<file path="src/sf_video_pkg.sv">
package sf_video_pkg;

	// ==============================
	// beam timing, one pixel per pixel_clk
	// ==============================
	localparam int H_TOTAL      = 384;
	localparam int H_VISIBLE    = 256;
	localparam int H_SYNC_START = 288;
	localparam int H_SYNC_END   = 320;	// first pixel after hsync

	localparam int V_TOTAL      = 264;
	localparam int V_VISIBLE    = 224;
	localparam int V_SYNC_START = 240;
	localparam int V_SYNC_END   = 243;	// first line after vsync

	localparam int H_CNT_W = 9;	// holds 0..383
	localparam int V_CNT_W = 9;	// holds 0..263

	// colour proms and download
	localparam int NUM_CHANNELS = 3;
	localparam int DL_ADDR_W    = 10;
	localparam logic [DL_ADDR_W-1:0] PROM_BASE [NUM_CHANNELS] = '{
		10'h000,	// red
		10'h100,	// green
		10'h200		// blue
	};

	localparam int OUT_LATENCY = 3;	// layer in to rgb out

	typedef logic [7:0] colour_idx_t;
	typedef logic [3:0] channel_t;

	typedef struct packed {
		colour_idx_t fg;
		colour_idx_t sp;
		colour_idx_t bg;
	} layer_px_t;

	typedef struct packed {
		logic [7:0] hpix;
		logic [7:0] vpix;
		logic       hblank;
		logic       vblank;
		logic       hsync;
		logic       vsync;
	} beam_t;

	typedef struct packed {
		channel_t r;
		channel_t g;
		channel_t b;
	} rgb_t;

	typedef struct packed {
		logic [DL_ADDR_W-1:0] addr;
		logic [7:0]           data;
		logic                 wr;	// one-cycle strobe
	} dl_t;

endpackage
</file>
<file path="src/slapfight_video.sv">
`timescale 1ns/100ps

module slapfight_video
	import sf_video_pkg::*;
(
	input  logic      pixel_clk,
	input  logic      RESET_n,
	input  logic      flip_i,
	input  dl_t       dl_i,
	input  layer_px_t layers_i,
	output beam_t     beam_o,
	output rgb_t      rgb_o,
	output beam_t     sync_o
);

	colour_idx_t colour_idx;
	channel_t    channels [NUM_CHANNELS];

	// ==============================
	// beam timing
	// ==============================
	video_timing u_timing (
		.pixel_clk (pixel_clk),
		.RESET_n   (RESET_n),
		.flip_i    (flip_i),
		.beam_o    (beam_o)	// also goes out to the layer sources
	);

	layer_priority u_priority (
		.pixel_clk    (pixel_clk),
		.RESET_n      (RESET_n),
		.layers_i     (layers_i),
		.colour_idx_o (colour_idx)
	);

	// red, green, blue proms
	for (genvar ch = 0; ch < NUM_CHANNELS; ch++) begin : g_prom
		colour_prom #(
			.CHANNEL (ch)
		) u_prom (
			.pixel_clk    (pixel_clk),
			.RESET_n      (RESET_n),
			.dl_i         (dl_i),
			.colour_idx_i (colour_idx),
			.channel_o    (channels[ch])
		);
	end

	// ==============================
	// aligned output
	// ==============================
	video_out u_out (
		.pixel_clk  (pixel_clk),
		.RESET_n    (RESET_n),
		.channels_i (channels),
		.beam_i     (beam_o),
		.rgb_o      (rgb_o),
		.sync_o     (sync_o)
	);

endmodule

</file>
<file path="src/video_out.sv">
`timescale 1ns/100ps

module video_out
	import sf_video_pkg::*;
(
	input  logic     pixel_clk,
	input  logic     RESET_n,
	input  channel_t channels_i [NUM_CHANNELS],
	input  beam_t    beam_i,
	output rgb_t     rgb_o,
	output beam_t    sync_o
);

	beam_t beam_dly [OUT_LATENCY];

	// ==============================
	// pixel output register
	// ==============================
	always_ff @(posedge pixel_clk or negedge RESET_n) begin
		if (!RESET_n) begin
			rgb_o <= '0;
		end else begin
			rgb_o.r <= channels_i[0];
			rgb_o.g <= channels_i[1];
			rgb_o.b <= channels_i[2];
		end
	end

	// beam delay line, one stage per register on the pixel path
	always_ff @(posedge pixel_clk or negedge RESET_n) begin
		if (!RESET_n) begin
			for (int i = 0; i < OUT_LATENCY; i++)
				beam_dly[i] <= '0;
		end else begin
			beam_dly[0] <= beam_i;
			for (int i = 1; i < OUT_LATENCY; i++)
				beam_dly[i] <= beam_dly[i-1];
		end
	end

	assign sync_o = beam_dly[OUT_LATENCY-1];

	// sync pulse has to sit inside the blanking window on the output
	hsync_in_blank: assert property (
		@(posedge pixel_clk) disable iff (!RESET_n)
		sync_o.hsync |-> sync_o.hblank
	) else $error("hsync outside hblank");

endmodule

</file>
<file path="src/colour_prom.sv">
`timescale 1ns/100ps

module colour_prom
	import sf_video_pkg::*;
#(
	parameter int CHANNEL = 0	// index into PROM_BASE
)(
	input  logic        pixel_clk,
	input  logic        RESET_n,
	input  dl_t         dl_i,
	input  colour_idx_t colour_idx_i,
	output channel_t    channel_o
);

	localparam int DEPTH = 2 ** $bits(colour_idx_t);

	channel_t mem [DEPTH];
	logic     region_hit;

	// each prom owns one 256 byte page of the download space
	assign region_hit = (dl_i.addr[DL_ADDR_W-1:8] == PROM_BASE[CHANNEL][DL_ADDR_W-1:8]);

	// ==============================
	// download write port
	// ==============================
	always_ff @(posedge pixel_clk) begin
		if (dl_i.wr && region_hit)
			mem[dl_i.addr[7:0]] <= dl_i.data[3:0];	// only low nibble is wired
	end

	// registered lookup, old data on a same cycle write
	always_ff @(posedge pixel_clk or negedge RESET_n) begin
		if (!RESET_n)
			channel_o <= '0;
		else
			channel_o <= mem[colour_idx_i];
	end

	dl_addr_known: assert property (
		@(posedge pixel_clk) disable iff (!RESET_n)
		dl_i.wr |-> !$isunknown(dl_i.addr)
	) else $error("download strobe with unknown address");

endmodule

</file>
<file path="src/layer_priority.sv">
`timescale 1ns/100ps

module layer_priority
	import sf_video_pkg::*;
(
	input  logic        pixel_clk,
	input  logic        RESET_n,
	input  layer_px_t   layers_i,
	output colour_idx_t colour_idx_o
);

	logic fg_opaque;
	logic sp_opaque;

	// pen 0 is transparent on the board
	assign fg_opaque = |layers_i.fg[1:0];	// fg uses 2 bit pens
	assign sp_opaque = |layers_i.sp[3:0];	// sprites use 4 bit pens

	// ==============================
	// foreground over sprites over background
	// ==============================
	always_ff @(posedge pixel_clk or negedge RESET_n) begin
		if (!RESET_n)
			colour_idx_o <= '0;
		else if (fg_opaque)
			colour_idx_o <= layers_i.fg;
		else if (sp_opaque)
			colour_idx_o <= layers_i.sp;
		else
			colour_idx_o <= layers_i.bg;	// background always shows
	end

endmodule

</file>
<file path="src/video_timing.sv">
`timescale 1ns/100ps

module video_timing
	import sf_video_pkg::*;
(
	input  logic  pixel_clk,
	input  logic  RESET_n,
	input  logic  flip_i,
	output beam_t beam_o
);

	logic [H_CNT_W-1:0] hcount;
	logic [V_CNT_W-1:0] vcount;
	logic               flip_q;
	logic               line_end;
	logic               frame_end;
	logic               frame_start;

	assign line_end    = (hcount == H_CNT_W'(H_TOTAL - 1));
	assign frame_end   = (vcount == V_CNT_W'(V_TOTAL - 1));
	assign frame_start = (hcount == '0) && (vcount == '0);

	// ==============================
	// pixel and line counters
	// ==============================
	always_ff @(posedge pixel_clk or negedge RESET_n) begin
		if (!RESET_n) begin
			hcount <= '0;
			vcount <= '0;
		end else begin
			if (line_end) begin
				hcount <= '0;
				if (frame_end)
					vcount <= '0;
				else
					vcount <= vcount + 1'b1;
			end else begin
				hcount <= hcount + 1'b1;
			end
		end
	end

	// screen flip only changes at the top left corner
	// so a frame is never drawn half flipped
	always_ff @(posedge pixel_clk or negedge RESET_n) begin
		if (!RESET_n)
			flip_q <= 1'b0;
		else if (frame_start)
			flip_q <= flip_i;
	end

	// ==============================
	// beam decode
	// ==============================
	always_comb begin
		beam_o = '0;

		if (flip_q) begin
			beam_o.hpix = 8'd255 - hcount[7:0];	// mirrored scan
			beam_o.vpix = 8'd255 - vcount[7:0];
		end else begin
			beam_o.hpix = hcount[7:0];
			beam_o.vpix = vcount[7:0];
		end

		beam_o.hblank = (hcount >= H_CNT_W'(H_VISIBLE));
		beam_o.vblank = (vcount >= V_CNT_W'(V_VISIBLE));

		beam_o.hsync = (hcount >= H_CNT_W'(H_SYNC_START)) &&
			(hcount < H_CNT_W'(H_SYNC_END));
		beam_o.vsync = (vcount >= V_CNT_W'(V_SYNC_START)) &&
			(vcount < V_CNT_W'(V_SYNC_END));
	end

	// the last pixel of a line must always fold back to zero
	hcount_wrap: assert property (
		@(posedge pixel_clk) disable iff (!RESET_n)
		hcount >= H_CNT_W'(H_TOTAL - 1) |=> hcount == '0
	) else $error("hcount ran past H_TOTAL");

endmodule

</file>
<file path="config.mk">
export PLATFORM = sky130hd
export DESIGN_NAME = slapfight_video
export DESIGN_NICKNAME = d
export VERILOG_FILES = /design/src/sf_video_pkg.sv /design/src/slapfight_video.sv /design/src/video_out.sv /design/src/colour_prom.sv /design/src/layer_priority.sv /design/src/video_timing.sv
export SDC_FILE = /design/constraint.sdc
export NUM_CORES = 2
export LEC_CHECK = 0
export BUFFER_PORTS_ARGS = -buffer_cell sky130_fd_sc_hd__clkbuf_2
export CAP_MARGIN = 20
export CORE_ASPECT_RATIO = 0.75
export CORE_UTILIZATION = 30
export CTS_CLUSTER_DIAMETER = 50
export DETAILED_ROUTE_END_ITERATION = 6
export GPL_TIMING_DRIVEN = 0
export PLACE_DENSITY_LB_ADDON = 0.12
export SYNTH_ARGS = -nofsm -noshare
export SYNTH_HDL_FRONTEND = slang
export SYNTH_SLANG_ARGS = --single-unit
export TNS_END_PERCENT = 100
</file>
<file path="constraint.sdc">
create_clock -name pixel_clk -period 2.6 [get_ports pixel_clk]
set_input_delay 0.26 -clock pixel_clk [delete_from_list [all_inputs] [get_ports pixel_clk]]
set_output_delay 0.26 -clock pixel_clk [all_outputs]
set_load 0.005 [all_outputs]
</file>
==> impl_metrics.yaml <==
status:
  outcome: "finished, violations left"
  violations: "negative setup slack"
finish:
  fin_util: 0.375
  stdcell_area_sq_um: 155000
  regArea_sq_um: 95000
  final_nets: 7512
  multi_input_area_sq_um: 29300
  area_delta_synth_final_pct: 23.9
  fillCellCount: 37900
  drive_gt1_frac: 0.296
clock_tree:
  clk_pin_slew_ns: 0.06
  cts_made_buffers: 377
  clk_latency_ns: 1.04
  htreeDepth: 5
  clock_path_buffers: 4
  cts_root_buf: "clkbuf_16"
  cts_tree: "done"
  clock-sinks: 3183
routing:
  drt_iter0_markers: 12700
  wire_per_inst_microns: 42.7
  via_per_inst: 5.66
  dr.pass1.iters: 6
  antenna_left: 0
  wirelength_microns: 567000
  via_count: 75200
  drc: 0
place:
  gp_congestion: 0.958
  io_buffers: 93
  postPlaceCellArea_sq_um: 135000
  dp_hpwl_microns: 404000
setup_path:
  path_cells: "buf_4 > buf_6 > buf_4 > mux2i_1 > o21ai_1 > a221oi_4 > a21oi_2 > nand4b_1 > and4_4"
  critical_path.max_fanout: 10
  crit_path_start: "u_priority.colour_idx_o[3]"
  critPathMaxStageDelay_ns: 0.81
  cp-end-kind: "flip-flop"
  critical_path_buf_inv_count: 3
  timing.rr.start: "u_priority.colour_idx_o[3]"
  cp_common_cell: "buf_4"
  crit_type: "reg2reg"
  cp.arrival_ns: 4.76
  critPathTopFamily: "simple AND/OR/NAND/NOR gates"
  crit_path_start_kind: "flip-flop"
  slowest_stage: "nand4b_1"
  cp.required_ns: 3.46
floorplan:
  dieArea_sq_um: 419000
  ioPinCount: 98
  die_h_microns: 561
  start_util: 0.303
  rows: 204
  core-area_sq_um: 413000
  die-width_microns: 747
power:
  swShare: 0.258
  p_seq_frac: 0.456
  ir_drop_uv: 544
  power.internal_uw: 91900
  switching_power_uw: 31900
  comb_power_share: 0.095
  p_leak_uw: 0.0503
  finalPower_uw: 124000
  power.share.clock: 0.448
  power_density_nw_per_um2: 799
logic_synthesis:
  async_flop_share: 0.0349
  synth_edf_count: 3072
  synth.avg_cell_area_sq_um: 18.9
  synth_flop_cell: "edfxtp_1"
  syn_nets: 6658
  synth_warnings: 0
  yosysMostFrequentCell: "edfxtp_1"
  ys_seq_area_frac: 0.760
  yosys_register_bits: 3183
  synth_cells: 6608
  synth_commonest_cells: "edfxtp_1 (3072), nor2_1 (841), mux4_2 (574)"
  synthTopCellsByArea: "edfxtp_1 (74%), mux4_2 (10%), mux2i_1 (3.6%)"
  synth_top_area_frac: 0.738
  ys_types: 63
  yosysTopAreaCell: "edfxtp_1"
  synth_area_sq_um: 125000
global_routing:
  grt_util_met3: 0.0992
  grtUsageMet1: 0.386
  busiest_layer: "met1"
  grt_pass1_vias: 71100
  grt_use_total: 0.263
  use_met2: 0.355
  grt_pass1_wl_microns: 723000
  antenna_found_initial: 81
  grt_start_max_net_pins: 143
  gr-total-overflow: 0
sta:
  hold_slack_ns: 0.0647
  finalHoldViolations: 0
  relSlewSlack: 0.147
  worst_pin_slew_ns: 1.28
  rsz0062_at_grt: "yes"
  fmaxAchievable_mhz: 256
  min_period_over_period: 1.50
  finalClockSkew_ns: 0.0560
  period_needed_ns: 3.91
  final_max_slew_viol_count: 0
  fin_setup_tns_ns: -31.82
  setup_viol_count_final: 282
  fin_ws_ns: -1.31
hold_path:
  hp-start: "layers_i[9]"
  min_path_type: "in2reg"
flow_run:
  drv_cap: 0
-- final cells by class --
cell class | count | area share
well taps | 5459 | 0.0441
clock buffers | 430 | 0.0630
plain buffers | 456 | 0.0309
inverters | 10 | 0.000339
diodes | 33 | 0.000533
clock inverters | 267 | 0.0199
flip-flops and latches | 3183 | 0.614
multi-input cells | 2948 | 0.189
repair buffers | 486 | 0.0381
-- routing by layer --
layer | wire (microns) | vias to the layer above
met3 | 76400 | 815
met4 | 21300 | 10
met2 | 226000 | 4969
li1 | - | 28500
met5 | 67 | -
met1 | 243000 | 40900
-- cells in the final DEF, fill, tap and decap left out, types with 39 or more instances in the layout --
cell type   netlist  layout
edfxtp_1       3072    3072
nor2_1          841     829
mux4_2          574     574
mux2i_1         446     424
clkbuf_16         0     387
buf_4            68     196
clkbuf_2          0     161
a21oi_1         198     157
clkbuf_1        233     141
nand2_1         185     132
buf_12            1     119
dfrtp_1         111     100
buf_16            0      95
o221ai_1        103      81
a22oi_1          92      75
o22ai_1          83      71
buf_6            46      70
buf_8            15      67
clkinv_2          0      56
nand2_2           0      46
clkinv_1          0      45
bufinv_16         0      43
clkbuf_4          0      41
o21ai_0          59      41
clkinvlp_4        0      39
-- power by group through the flow --
stage / combinational, uW / sequential, uW / clock, uW
6_report: 11800 / 56500 / 55500
4_1_cts: 11200 / 56500 / 55900
2_1_floorplan: 3650 / 57500 / 0
5_1_grt: 11800 / 56500 / 57700
3_3_place_gp: 9260 / 58600 / 0
3_5_place_dp: 9780 / 57600 / 0
-- worst min-delay path, delay by kind of cell --
kind / cells / cell delay (ns)
AO/OA/AOI/OAI: 2 / 0.15
buffers and inverters: 2 / 0.64
-- repair_timing --
| item | 4_1_cts | 5_1_grt |
|---|---|---|
| pin swaps | 81 | 61 |
| setup endpoints to repair | 1089 | 491 |
| hold endpoints to repair | 482 | 0 |
| hold buffers | 36 | 0 |
| gates cloned | 3 | 4 |
| setup buffers | 120 | 79 |
| resized for setup | 881 | 136 |
-- state kept, by name (all words and copies together) (netlist names) --
register	flops
g_prom.u_prom.mem	3072
u_priority.colour_idx_o	8
g_prom.u_prom.channel_o	12
u_timing.flip_q	1
u_out.sync_o	20
u_out.beam_dly	40
u_timing.vcount	9
u_out.rgb_o	12
u_timing.hcount	9
-- worst paths after layout --
| path | to | slack, ns | cells past startpoint |
|---|---|---|---|
| setup / recovery | g_prom[2].u_prom.channel_o[0] | -1.31 | 9 |
| hold / removal | u_priority.colour_idx_o[1] | 0.06 | 4 |
| setup reg to reg | g_prom[2].u_prom.channel_o[0] | -1.31 | 9 |
| hold reg to reg | u_out.sync_o[9] | 0.33 | 0 |
| max in group asynchronous | u_priority.colour_idx_o[7] | 1.71 | 4 |
| min in group asynchronous | u_out.beam_dly[33] | 0.39 | 4 |
-- stage by stage --
step                instances  setup WS (ns)
floorplan                6608          0.220
global placement        12200         -11.87
detailed placement      12300          -3.91
CTS                     13200          -1.09
global route            13200          -1.15
finish                  13300          -1.31
-- cells by family (layout without fill, tap and decap cells) --
family          after synthesis  count (layout)  synth area share
compound gates              700             700            0.0378
xor+xnor                     26              26           0.00182
fa+ha+maj                     4               4          0.000400
buf+inv                     477            1649            0.0213
flops                      3183            3183             0.760
mux                        1029            1029             0.140
other cells                   0              33                 0
simple gates               1189            1189            0.0387
(Power assumes the default switching activity.)
